**config.mk**
```make
export PLATFORM = sky130hd
export DESIGN_NAME = uart_top
export DESIGN_NICKNAME = d
export VERILOG_FILES = /design/src/verilog/uart_pkg.sv /design/src/verilog/uart_ctrl_if.sv /design/src/verilog/uart_regs.sv /design/src/verilog/uart_tx.sv /design/src/verilog/uart_rx.sv /design/src/verilog/uart_top.sv
export SDC_FILE = /design/constraint.sdc
export NUM_CORES = 1
export LEC_CHECK = 0
export ABC_AREA = 1
export BUFFER_PORTS_ARGS = -buffer_cell sky130_fd_sc_hd__buf_4
export CAP_MARGIN = 20
export CORE_MARGIN = 3
export CORE_UTILIZATION = 55
export DETAILED_ROUTE_END_ITERATION = 7
export GPL_TIMING_DRIVEN = 0
export MAX_ROUTING_LAYER = met4
export PLACE_DENSITY = 0.78
export SLEW_MARGIN = 20
export SYNTH_ARGS = -nofsm -noshare
export SYNTH_HDL_FRONTEND = slang
export SYNTH_HIERARCHICAL = 1
export SYNTH_SLANG_ARGS = --single-unit
export TNS_END_PERCENT = 1
```
**constraint.sdc**
```tcl
create_clock -name clk -period 3.25 [get_ports clk]
set_input_delay 0.1625 -clock clk [delete_from_list [all_inputs] [get_ports clk]]
set_output_delay 0.1625 -clock clk [all_outputs]
set_load 0.05 [all_outputs]
```
**src/verilog/uart_pkg.sv**
```systemverilog
`default_nettype none

package uart_pkg;

   ////////////////////////////////////////
   // widths
   ////////////////////////////////////////
   localparam int UART_DIV_W   = 16;              // bit duration divider
   localparam int UART_DATA_W  = 8;               // character
   localparam int UART_FRAME_W = UART_DATA_W + 2; // start + data + stop
   localparam int BIT_CNT_W    = 4;               // counts up to a full frame
   localparam int AXI_ADDR_W   = 5;
   localparam int AXI_DATA_W   = 32;

   ////////////////////////////////////////
   // register map
   ////////////////////////////////////////
   localparam logic [AXI_ADDR_W-1:0] ADDR_CTRL   = 5'h00; // rw
   localparam logic [AXI_ADDR_W-1:0] ADDR_DIV    = 5'h04; // rw, cycles per bit
   localparam logic [AXI_ADDR_W-1:0] ADDR_TXDATA = 5'h08; // wo
   localparam logic [AXI_ADDR_W-1:0] ADDR_RXDATA = 5'h0C; // ro, read clears rx_ready
   localparam logic [AXI_ADDR_W-1:0] ADDR_STATUS = 5'h10; // ro

   localparam int CTRL_TX_EN    = 0;
   localparam int CTRL_RX_EN    = 1;
   localparam int CTRL_SRST     = 2; // write-one pulse
   localparam int STAT_TX_READY = 0;
   localparam int STAT_RX_READY = 1;

   localparam logic [UART_DIV_W-1:0] DIV_RESET = 16'd16;

   localparam logic [1:0] RESP_OKAY   = 2'b00;
   localparam logic [1:0] RESP_SLVERR = 2'b10;

   ////////////////////////////////////////
   // engine program counters
   ////////////////////////////////////////
   localparam int TX_PC_W = 2;
   localparam logic [TX_PC_W-1:0] TX_IDLE  = 2'd0; // wait for tx_start
   localparam logic [TX_PC_W-1:0] TX_LOAD  = 2'd1; // build frame
   localparam logic [TX_PC_W-1:0] TX_SHIFT = 2'd2; // shift out

   localparam int RX_PC_W = 3;
   localparam logic [RX_PC_W-1:0] RX_SYNC  = 3'd0; // wait for high line
   localparam logic [RX_PC_W-1:0] RX_QUAL  = 3'd1; // idle for a full bit
   localparam logic [RX_PC_W-1:0] RX_WAIT  = 3'd2; // wait for start edge
   localparam logic [RX_PC_W-1:0] RX_START = 3'd3; // half-bit confirm
   localparam logic [RX_PC_W-1:0] RX_DATA  = 3'd4; // mid-bit sampling

endpackage

`default_nettype wire

```
**src/verilog/uart_ctrl_if.sv**
```systemverilog
`default_nettype none

interface uart_ctrl_if;

   logic                             tx_en;        // ctrl bit 0
   logic                             rx_en;        // ctrl bit 1
   logic [uart_pkg::UART_DATA_W-1:0] tx_data;      // byte to send
   logic                             tx_start;     // one-cycle launch
   logic [uart_pkg::UART_DIV_W-1:0]  bit_duration; // cycles per bit
   logic                             tx_ready;     // tx idle and enabled
   logic [uart_pkg::UART_DATA_W-1:0] rx_data;      // last received byte
   logic                             rx_ready;     // unread byte held
   logic                             rx_read;      // one-cycle, clears rx_ready

   modport regs (
      output tx_en, rx_en, tx_data, tx_start, bit_duration, rx_read,
      input  tx_ready, rx_data, rx_ready
   );

   modport tx (
      input  tx_en, tx_data, tx_start, bit_duration,
      output tx_ready
   );

   modport rx (
      input  rx_en, bit_duration, rx_read,
      output rx_data, rx_ready
   );

endinterface

`default_nettype wire

```
**src/verilog/uart_regs.sv**
```systemverilog
`default_nettype none

module uart_regs (
   input  wire                                clk,
   input  wire                                rst_int,
   input  wire [uart_pkg::AXI_ADDR_W-1:0]     s_awaddr,
   input  wire                                s_awvalid,
   output logic                               s_awready,
   input  wire [uart_pkg::AXI_DATA_W-1:0]     s_wdata,
   input  wire [uart_pkg::AXI_DATA_W/8-1:0]   s_wstrb,
   input  wire                                s_wvalid,
   output logic                               s_wready,
   output logic [1:0]                         s_bresp,
   output logic                               s_bvalid,
   input  wire                                s_bready,
   input  wire [uart_pkg::AXI_ADDR_W-1:0]     s_araddr,
   input  wire                                s_arvalid,
   output logic                               s_arready,
   output logic [uart_pkg::AXI_DATA_W-1:0]    s_rdata,
   output logic [1:0]                         s_rresp,
   output logic                               s_rvalid,
   input  wire                                s_rready,
   uart_ctrl_if.regs                          ctrl,
   output logic                               soft_rst
);

   logic                            wr_req;  // aw+w present, nothing pending
   logic                            rd_req;  // ar present, nothing pending
   logic                            wr_err;
   logic                            rd_err;
   logic                            tx_go;   // accepted txdata write
   logic [uart_pkg::AXI_DATA_W-1:0] rd_word;

   assign wr_req   = s_awvalid && s_wvalid && !s_awready && !s_bvalid;
   assign rd_req   = s_arvalid && !s_arready && !s_rvalid;
   assign tx_go    = wr_req && (s_awaddr == uart_pkg::ADDR_TXDATA) && ctrl.tx_ready;
   assign s_wready = s_awready; // aw and w always taken together

   ////////////////////////////////////////
   // write decode
   ////////////////////////////////////////
   always_comb begin
      case (s_awaddr)
         uart_pkg::ADDR_CTRL,
         uart_pkg::ADDR_DIV:    wr_err = 1'b0;
         uart_pkg::ADDR_TXDATA: wr_err = !ctrl.tx_ready; // busy, byte dropped
         default:               wr_err = 1'b1;           // ro or unmapped
      endcase
   end

   ////////////////////////////////////////
   // read mux
   ////////////////////////////////////////
   always_comb begin
      rd_word = '0;
      rd_err  = 1'b0;
      case (s_araddr)
         uart_pkg::ADDR_CTRL: begin
            rd_word[uart_pkg::CTRL_TX_EN] = ctrl.tx_en;
            rd_word[uart_pkg::CTRL_RX_EN] = ctrl.rx_en; // srst reads 0
         end
         uart_pkg::ADDR_DIV:    rd_word[uart_pkg::UART_DIV_W-1:0] = ctrl.bit_duration;
         uart_pkg::ADDR_RXDATA: rd_word[uart_pkg::UART_DATA_W-1:0] = ctrl.rx_data;
         uart_pkg::ADDR_STATUS: begin
            rd_word[uart_pkg::STAT_TX_READY] = ctrl.tx_ready;
            rd_word[uart_pkg::STAT_RX_READY] = ctrl.rx_ready;
         end
         default: rd_err = 1'b1; // txdata is write only
      endcase
   end

   ////////////////////////////////////////
   // handshakes, control regs, pulses
   ////////////////////////////////////////
   always_ff @(posedge clk or posedge rst_int) begin
      if (rst_int) begin
         s_awready         <= 1'b0;
         s_bvalid          <= 1'b0;
         s_arready         <= 1'b0;
         s_rvalid          <= 1'b0;
         ctrl.tx_en        <= 1'b0;
         ctrl.rx_en        <= 1'b0;
         ctrl.bit_duration <= uart_pkg::DIV_RESET;
         ctrl.tx_start     <= 1'b0;
         ctrl.rx_read      <= 1'b0;
         soft_rst          <= 1'b0;
      end else begin
         s_awready <= wr_req; // one-cycle pulse
         s_arready <= rd_req;

         if (s_bvalid && s_bready) s_bvalid <= 1'b0;
         if (s_awready)            s_bvalid <= 1'b1; // response the cycle after
         if (s_rvalid && s_rready) s_rvalid <= 1'b0;
         if (s_arready)            s_rvalid <= 1'b1;

         ctrl.tx_start <= tx_go;
         ctrl.rx_read  <= rd_req && (s_araddr == uart_pkg::ADDR_RXDATA);
         soft_rst      <= wr_req && (s_awaddr == uart_pkg::ADDR_CTRL) && s_wstrb[0]
                          && s_wdata[uart_pkg::CTRL_SRST];

         if (wr_req && (s_awaddr == uart_pkg::ADDR_CTRL) && s_wstrb[0]) begin
            ctrl.tx_en <= s_wdata[uart_pkg::CTRL_TX_EN];
            ctrl.rx_en <= s_wdata[uart_pkg::CTRL_RX_EN];
         end
         if (wr_req && (s_awaddr == uart_pkg::ADDR_DIV)) begin
            if (s_wstrb[0]) ctrl.bit_duration[7:0] <= s_wdata[7:0]; // per byte lane
            if (s_wstrb[1]) begin
               ctrl.bit_duration[uart_pkg::UART_DIV_W-1:8] <=
                  s_wdata[uart_pkg::UART_DIV_W-1:8];
            end
         end
      end
   end

   // responses and data words, held until the handshake
   always_ff @(posedge clk) begin
      if (wr_req) begin
         s_bresp <= wr_err ? uart_pkg::RESP_SLVERR : uart_pkg::RESP_OKAY;
      end
      if (tx_go) begin
         ctrl.tx_data <= s_wdata[uart_pkg::UART_DATA_W-1:0];
      end
      if (rd_req) begin
         s_rdata <= rd_word;
         s_rresp <= rd_err ? uart_pkg::RESP_SLVERR : uart_pkg::RESP_OKAY;
      end
   end

endmodule

`default_nettype wire

```
**src/verilog/uart_tx.sv**
```systemverilog
`default_nettype none

module uart_tx (
   input  wire     clk,
   input  wire     rst_int, // hard or soft
   input  wire     cts,
   output logic    txd,
   uart_ctrl_if.tx ctrl
);

   logic [1:0]                        cts_sync;  // 2-flop synchronizer
   logic                              run;       // enabled and clear to send
   logic [uart_pkg::TX_PC_W-1:0]      pc;
   logic [uart_pkg::UART_FRAME_W-1:0] pattern;   // {stop, data, start}
   logic [uart_pkg::BIT_CNT_W-1:0]    bit_cnt;
   logic [uart_pkg::UART_DIV_W-1:0]   cycle_cnt;

   assign run = ctrl.tx_en && cts_sync[1];
   assign txd = pattern[0]; // lsb goes out first

   always_ff @(posedge clk or posedge rst_int) begin
      if (rst_int) cts_sync <= 2'b00;
      else         cts_sync <= {cts_sync[0], cts};
   end

   ////////////////////////////////////////
   // transmit sequencer
   ////////////////////////////////////////
   always_ff @(posedge clk or posedge rst_int) begin
      if (rst_int) begin
         pc            <= uart_pkg::TX_IDLE;
         ctrl.tx_ready <= 1'b0;
         pattern       <= '1; // line idles high
         bit_cnt       <= '0;
         cycle_cnt     <= '0;
      end else if (!run) begin
         pc            <= uart_pkg::TX_IDLE; // abort frame
         ctrl.tx_ready <= 1'b0;
         pattern       <= '1;
         bit_cnt       <= '0;
         cycle_cnt     <= '0;
      end else begin
         case (pc)
            uart_pkg::TX_IDLE: begin
               ctrl.tx_ready <= !ctrl.tx_start;
               pattern       <= '1;
               bit_cnt       <= '0;
               cycle_cnt     <= 1;
               if (ctrl.tx_start) pc <= uart_pkg::TX_LOAD;
            end
            uart_pkg::TX_LOAD: begin
               pattern <= {1'b1, ctrl.tx_data, 1'b0}; // start bit on txd next
               pc      <= uart_pkg::TX_SHIFT;
            end
            uart_pkg::TX_SHIFT: begin
               cycle_cnt <= cycle_cnt + 1'b1;
               if (cycle_cnt == ctrl.bit_duration) begin // bit time done
                  if (bit_cnt == uart_pkg::BIT_CNT_W'(uart_pkg::UART_FRAME_W - 1)) begin
                     pc <= uart_pkg::TX_IDLE; // stop bit sent
                  end else begin
                     pattern   <= pattern >> 1;
                     bit_cnt   <= bit_cnt + 1'b1;
                     cycle_cnt <= 1;
                  end
               end
            end
            default: pc <= uart_pkg::TX_IDLE;
         endcase
      end
   end

endmodule

`default_nettype wire

```
**src/verilog/uart_rx.sv**
```systemverilog
`default_nettype none

module uart_rx (
   input  wire     clk,
   input  wire     rst_int, // hard or soft
   input  wire     rxd,
   output logic    rts,
   uart_ctrl_if.rx ctrl
);

   logic [1:0]                       rxd_sync;  // line synchronizer
   logic                             line;
   logic                             sample;    // mid-bit sample point
   logic                             stop_bit;  // sample lands on stop bit
   logic [uart_pkg::RX_PC_W-1:0]     pc;
   logic [uart_pkg::UART_DIV_W-1:0]  cycle_cnt;
   logic [uart_pkg::BIT_CNT_W-1:0]   bit_cnt;
   logic [uart_pkg::UART_DATA_W-1:0] shift_q;   // lsb first

   assign line     = rxd_sync[1];
   assign sample   = ctrl.rx_en && (pc == uart_pkg::RX_DATA)
                     && (cycle_cnt == ctrl.bit_duration);
   assign stop_bit = (bit_cnt == uart_pkg::BIT_CNT_W'(uart_pkg::UART_DATA_W));

   always_ff @(posedge clk or posedge rst_int) begin
      if (rst_int) rxd_sync <= 2'b11;
      else         rxd_sync <= {rxd_sync[0], rxd};
   end

   ////////////////////////////////////////
   // receive program
   ////////////////////////////////////////
   always_ff @(posedge clk or posedge rst_int) begin
      if (rst_int) begin
         pc            <= uart_pkg::RX_SYNC;
         cycle_cnt     <= 1;
         bit_cnt       <= '0;
         ctrl.rx_ready <= 1'b0;
         rts           <= 1'b0;
      end else if (!ctrl.rx_en) begin
         pc            <= uart_pkg::RX_SYNC;
         cycle_cnt     <= 1;
         bit_cnt       <= '0;
         ctrl.rx_ready <= 1'b0;
         rts           <= 1'b0;
      end else begin
         rts <= 1'b1;
         if (ctrl.rx_read) ctrl.rx_ready <= 1'b0; // a new byte below wins
         case (pc)
            uart_pkg::RX_SYNC: begin
               cycle_cnt <= 1;
               bit_cnt   <= '0;
               if (line) pc <= uart_pkg::RX_QUAL;
            end
            uart_pkg::RX_QUAL: begin
               cycle_cnt <= cycle_cnt + 1'b1;
               if (!line) pc <= uart_pkg::RX_SYNC; // dropped early
               else if (cycle_cnt == ctrl.bit_duration) pc <= uart_pkg::RX_WAIT;
            end
            uart_pkg::RX_WAIT: begin
               cycle_cnt <= 1;
               if (!line) pc <= uart_pkg::RX_START; // falling edge
            end
            uart_pkg::RX_START: begin
               cycle_cnt <= cycle_cnt + 1'b1;
               if (cycle_cnt == (ctrl.bit_duration >> 1)) begin // half bit
                  if (line) begin
                     pc <= uart_pkg::RX_SYNC; // glitch, resync
                  end else begin
                     cycle_cnt <= 1;
                     bit_cnt   <= '0;
                     pc        <= uart_pkg::RX_DATA;
                  end
               end
            end
            uart_pkg::RX_DATA: begin
               cycle_cnt <= cycle_cnt + 1'b1;
               if (sample) begin
                  cycle_cnt <= 1;
                  bit_cnt   <= bit_cnt + 1'b1;
                  if (stop_bit) begin
                     bit_cnt <= '0;
                     pc      <= uart_pkg::RX_WAIT;
                     if (line) ctrl.rx_ready <= 1'b1; // good stop only, else dropped
                  end
               end
            end
            default: pc <= uart_pkg::RX_SYNC;
         endcase
      end
   end

   // data path
   always_ff @(posedge clk) begin
      if (sample && !stop_bit) shift_q <= {line, shift_q[uart_pkg::UART_DATA_W-1:1]};
      if (sample && stop_bit && line) ctrl.rx_data <= shift_q; // overwrites unread byte
   end

endmodule

`default_nettype wire

```
**src/verilog/uart_top.sv**
```systemverilog
`default_nettype none

module uart_top (
   input  wire                               clk,
   input  wire                               rst_int,
   input  wire [uart_pkg::AXI_ADDR_W-1:0]    s_awaddr,
   input  wire                               s_awvalid,
   output logic                              s_awready,
   input  wire [uart_pkg::AXI_DATA_W-1:0]    s_wdata,
   input  wire [uart_pkg::AXI_DATA_W/8-1:0]  s_wstrb,
   input  wire                               s_wvalid,
   output logic                              s_wready,
   output logic [1:0]                        s_bresp,
   output logic                              s_bvalid,
   input  wire                               s_bready,
   input  wire [uart_pkg::AXI_ADDR_W-1:0]    s_araddr,
   input  wire                               s_arvalid,
   output logic                              s_arready,
   output logic [uart_pkg::AXI_DATA_W-1:0]   s_rdata,
   output logic [1:0]                        s_rresp,
   output logic                              s_rvalid,
   input  wire                               s_rready,
   output logic                              txd,
   input  wire                               rxd,
   input  wire                               cts,
   output logic                              rts
);

   logic soft_rst; // pulse from ctrl write
   logic eng_rst;  // engines only, regs keep state

   uart_ctrl_if ctrl_bus ();

   assign eng_rst = rst_int | soft_rst;

   uart_regs u_regs (
      .clk       (clk),
      .rst_int   (rst_int),
      .s_awaddr  (s_awaddr),
      .s_awvalid (s_awvalid),
      .s_awready (s_awready),
      .s_wdata   (s_wdata),
      .s_wstrb   (s_wstrb),
      .s_wvalid  (s_wvalid),
      .s_wready  (s_wready),
      .s_bresp   (s_bresp),
      .s_bvalid  (s_bvalid),
      .s_bready  (s_bready),
      .s_araddr  (s_araddr),
      .s_arvalid (s_arvalid),
      .s_arready (s_arready),
      .s_rdata   (s_rdata),
      .s_rresp   (s_rresp),
      .s_rvalid  (s_rvalid),
      .s_rready  (s_rready),
      .ctrl      (ctrl_bus.regs),
      .soft_rst  (soft_rst)
   );

   uart_tx u_tx (
      .clk     (clk),
      .rst_int (eng_rst),
      .cts     (cts),
      .txd     (txd),
      .ctrl    (ctrl_bus.tx)
   );

   uart_rx u_rx (
      .clk     (clk),
      .rst_int (eng_rst),
      .rxd     (rxd),
      .rts     (rts),
      .ctrl    (ctrl_bus.rx)
   );

endmodule

`default_nettype wire

```
==> results.tsv <==
stage	metric	value	unit
status	run_status	completed	
grt	grt_pass1_wl	28900	µm
sta	grt_setup_unrepaired	false	
pwr	p_leak	0.00414	µW
clocking	tritoncts_num_sinks	129	
setup_path	worst_path_fanout_max	8	
floorplan	die-area	14900	µm²
sta	slew_at_the_pin_with_the_worst_max_slew_slack	1000	ps
clocking	cts-resized-gates	0	
floorplan	placeableCoreArea	12900	µm²
synthesis	synth_edf_count	42	
synthesis	post_synth_inst_count	918	
grt	global_route.usage.total	26.0	%
clocking	cts-root-to-sink-buffers	2	
grt	first_global_vias	5828	
pwr	internal_power	3130	µW
sta	final.setup_skew	5.38	ps
synthesis	synth_xor_xnor_area_share	2.01	%
clocking	postCtsHoldBufs	19	
placed_design	port_buffers	59	
setup_path	crit_path_cell_trace	inv_1 -> nand2_1 -> nand2_1 -> nor2_1 -> nand2_1 -> nor2_4 -> nand2_4 -> nor2_1 -> nand3_1 -> inv_1	
pwr	power-per-cell-area	478	nW/µm²
grt	antenna_violations_before_repair	0	
floorplan	fp-row-count	41	
synthesis	synth_area_per_cell	8.09	µm²
pwr	seq_power_share	41.7	%
clocking	worstSkewPairLatency	420	ps
flow_run	max_cap_violations	0	
grt	gr-total-overflow	0	
sta	setup_total_negative_slack	0	ps
detailed_routing	drt_iter0_markers	549	
pwr	comb_power_share	12.8	%
setup_path	path_delay_family	simple AND/OR/NAND/NOR gates	
detailed_routing	drc	0	
setup_path	cp_num_buf_inv	2	
detailed_routing	detail-route-antenna-nets	0	
synthesis	async_reset_ff_share	67.4	%
synthesis	yosys_most_used_dff	sky130_fd_sc_hd__dfrtp_1	
sta	fmaxAchievable	447	MHz
placed_design	last_weighted_congestion_value_of_the_routability_driven_placer	0.919	
synthesis	multiplexer_share_of_the_synthesized_area	0	%
layout	number_of_filler_cells_placed_in_the_layout	1069	
floorplan	initial_core_util	57.4	%
layout	antennaDiodeCount	0	
detailed_routing	detail_route.wirelength	17900	µm
layout	fraction_of_final_layout_cells_with_drive_strength_greater_than_1	21.6	%
sta	worst_slew_margin_rel	32.9	%
clocking	path_clk_slew	60	ps
pwr	pwr-share-clk	45.4	%
setup_path	crit_path_capture_type	register	
sta	fin_ws	1010	ps
setup_path	worst_path_most_repeated_cell	sky130_fd_sc_hd__nand2_1	
detailed_routing	viasPerCell	5.24	
floorplan	die_y	122	µm
setup_path	cp_data_required_time	3350	ps
sta	final_period_minus_worst_setup_slack	2240	ps
setup_path	worst_path_max_delay_cell	sky130_fd_sc_hd__dfrtp_1	
sta	final_hold_viol_count	0	
sta	slew_violations	0	
setup_path	critPathKind	register to register	
synthesis	synthAdderAreaFrac	1.69	%
synthesis	synth_simple_gate_area_share	31.8	%
placed_design	dp_worst_setup_slack	721	ps
synthesis	ys_seq_elements	129	
clocking	cts_root_buf	sky130_fd_sc_hd__clkbuf_16	
setup_path	cp_slowest_stage_delay	580	ps
floorplan	floorplan.io_pins	98	
synthesis	synthesized_area_fraction_occupied_by_ao_oa_aoi_and_oai_cells	6.79	%
detailed_routing	route.vias.total	6382	
setup_path	worstSetupStartpointType	register	
hold_path	hold_path.class	primary input to register	
pwr	switching_share	27.0	%
detailed_routing	drt_first_pass_iters	6	
clocking	cts_tree	yes	
setup_path	data_arrival_time_of_the_critical_path	2330	ps
sta	finalSetupViolCount	0	
floorplan	die_w	122	µm
clocking	htree_levels	4	
synthesis	synth_top_family_by_area	simple AND/OR/NAND/NOR gates	
sta	timing.final.crit_share	68.9	%
synthesis	netlist-cell-type-count	43	
detailed_routing	avgRoutedWirePerCell	14.7	µm
grt	grt_max_degree	36	
pwr	switching_power_summed_over_all_nets	1160	µW
synthesis	mappedNetlistArea	7420	µm²
clocking	cts.repair_timing.setup_buffer_count	0	
placed_design	dp_hpwl	12500	µm
synthesis	synth_seq_area_share	46.6	%
layout	layout_stage_area_growth_over_the_synthesis_result	20.8	%
synthesis	synthesis.yosys.warnings	6	
clocking	number_of_buffers_inserted_during_clock_tree_synthesis	17	
pwr	vdd_ir_drop_max	0.000381	V
layout	final_net_count	1097	
-- final cells by class --
cell class | count | area [µm²] | area share, %
clock buffer | 24 | 567 | 6.32
tap | 172 | 215 | 2.40
timing repair buffer | 78 | 633 | 7.06
multi-input combinational | 626 | 3220 | 35.8
inverter | 144 | 541 | 6.03
clock inverter | 8 | 57.6 | 0.642
buffer | 36 | 285 | 3.18
sequential | 129 | 3460 | 38.5
-- tightest hold or removal path: cells and delay by family --
| family | cells | cell delay (ps) |
|---|---|---|
| and+or+nand+nor | 2 | 150 |
| buffers and inverters | 1 | 90 |
-- layout by cell type, fill, tap and decap left out, types with 11 or more instances in the layout --
cell                              n
sky130_fd_sc_hd__conb_1          18
sky130_fd_sc_hd__nor2_1          75
sky130_fd_sc_hd__nor3_1          11
sky130_fd_sc_hd__nand2_2         11
sky130_fd_sc_hd__buf_4           83
sky130_fd_sc_hd__o21ai_1         11
sky130_fd_sc_hd__a21oi_1         16
sky130_fd_sc_hd__o21ai_0         23
sky130_fd_sc_hd__dfstp_2         14
sky130_fd_sc_hd__dlygate4sd3_1   19
sky130_fd_sc_hd__clkbuf_16       21
sky130_fd_sc_hd__edfxtp_1        42
sky130_fd_sc_hd__nand3_1         29
sky130_fd_sc_hd__nand4_1         39
sky130_fd_sc_hd__inv_1          124
sky130_fd_sc_hd__xor2_1          16
sky130_fd_sc_hd__inv_2           19
sky130_fd_sc_hd__dfrtp_1         73
sky130_fd_sc_hd__nand2_1        290
sky130_fd_sc_hd__nor2_2          11
-- state kept, by name (all words and copies together), names as in the netlist, 3 cells and up --
register / count
u_tx/cycle_cnt: 16
u_rx/pc: 3
u_regs/ctrl.tx_data: 8
u_rx/cycle_cnt: 16
u_regs/ctrl.bit_duration: 16
u_rx/bit_cnt: 4
u_tx/bit_cnt: 4
u_rx/ctrl.rx_data: 8
u_regs/s_rdata: 16
u_rx/shift_q: 8
u_tx/pattern: 10
-- final timing paths --
| kind | to | slack [ps] | startpoint | cells past startpoint |
|---|---|---|---|---|
| setup reg to reg | u_rx/ctrl.rx_data[5]$_DFFE_PP_ | 1010 | u_regs/ctrl.bit_duration[2]$_DFFE_PP0P_ | 10 |
| hold reg to reg | u_tx/cts_sync[1]$_DFF_PP0_ | 340 | u_tx/cts_sync[0]$_DFF_PP0_ | 0 |
| max in group asynchronous | u_tx/cycle_cnt[15]$_DFFE_PP0P_ | 2130 | rst_int | 5 |
| setup / recovery | u_rx/ctrl.rx_data[5]$_DFFE_PP_ | 1010 | u_regs/ctrl.bit_duration[2]$_DFFE_PP0P_ | 10 |
| min in group asynchronous | u_regs/ctrl.bit_duration[14]$_DFFE_PP0P_ | 430 | rst_int | 3 |
| hold / removal | u_regs/ctrl.bit_duration[12]$_DFFE_PP0P_ | 10 | s_wdata[12] | 3 |
-- per-stage QoR --
| step | hold slack [ps] | power (µW) | utilization [%] | area, µm² | instances |
|---|---|---|---|---|---|
| after floorplan | 167 | 2180 | - | 7490 | 935 |
| after global placement | 273 | 2340 | 63.0 | 8150 | 1166 |
| after detailed placement | 272 | 2350 | 63.0 | 8150 | 1166 |
| after CTS | 2.27 | 4310 | 69.3 | 8960 | 1217 |
| after global routing | 9.84 | 4450 | 69.4 | 8970 | 1217 |
| final | 11.6 | 4290 | 69.4 | 8970 | 1217 |
-- Yosys cell counts (10+ instances only) --
master                     instances  share of area, %
sky130_fd_sc_hd__o21ai_1          11              0.74
sky130_fd_sc_hd__ha_1             10               1.7
sky130_fd_sc_hd__inv_1           127               6.4
sky130_fd_sc_hd__buf_4            24               2.4
sky130_fd_sc_hd__xor2_1           16               1.9
sky130_fd_sc_hd__dfrtp_1          73                25
sky130_fd_sc_hd__o21ai_2          10               1.2
sky130_fd_sc_hd__edfxtp_1         42                17
sky130_fd_sc_hd__o21ai_0          23               1.6
sky130_fd_sc_hd__nand2_1         290                15
sky130_fd_sc_hd__inv_2            17              0.86
sky130_fd_sc_hd__nor2_2           11              0.93
sky130_fd_sc_hd__nor3_1           13              0.88
sky130_fd_sc_hd__a21oi_1          16               1.1
sky130_fd_sc_hd__nand4_1          39               3.3
sky130_fd_sc_hd__dfstp_2          14               5.0
sky130_fd_sc_hd__nand2_2          11              0.93
sky130_fd_sc_hd__nor2_1           75               3.8
sky130_fd_sc_hd__nand3_1          29               2.0
-- power by group through the flow --
| stage | Clock (µW) | Combinational (µW) | Sequential [µW] |
|---|---|---|---|
| after floorplan | 0 | 288 | 1890 |
| after global placement | 0 | 522 | 1820 |
| after detailed placement | 0 | 530 | 1820 |
| after CTS | 1970 | 551 | 1790 |
| after global routing | 2060 | 600 | 1790 |
| final | 1950 | 551 | 1790 |
-- per-layer routing --
| metal | vias up | share of wire (%) | GRT usage (%) |
|---|---|---|---|
| met5 | - | 0 | - |
| met1 | 2973 | 44 | 34.3 |
| li1 | 3116 | - | - |
| met4 | 0 | 1.3 | 7.00 |
| met2 | 264 | 47 | 40.7 |
| met3 | 29 | 7.5 | 6.36 |
-- cells by family after synthesis --
logic type | count (synthesis)
simple gates | 501
compound gates | 80
other cells | 1
fa+ha+maj | 10
flops | 129
buf+inv | 180
xor+xnor | 17
(Power assumes the default switching activity.)
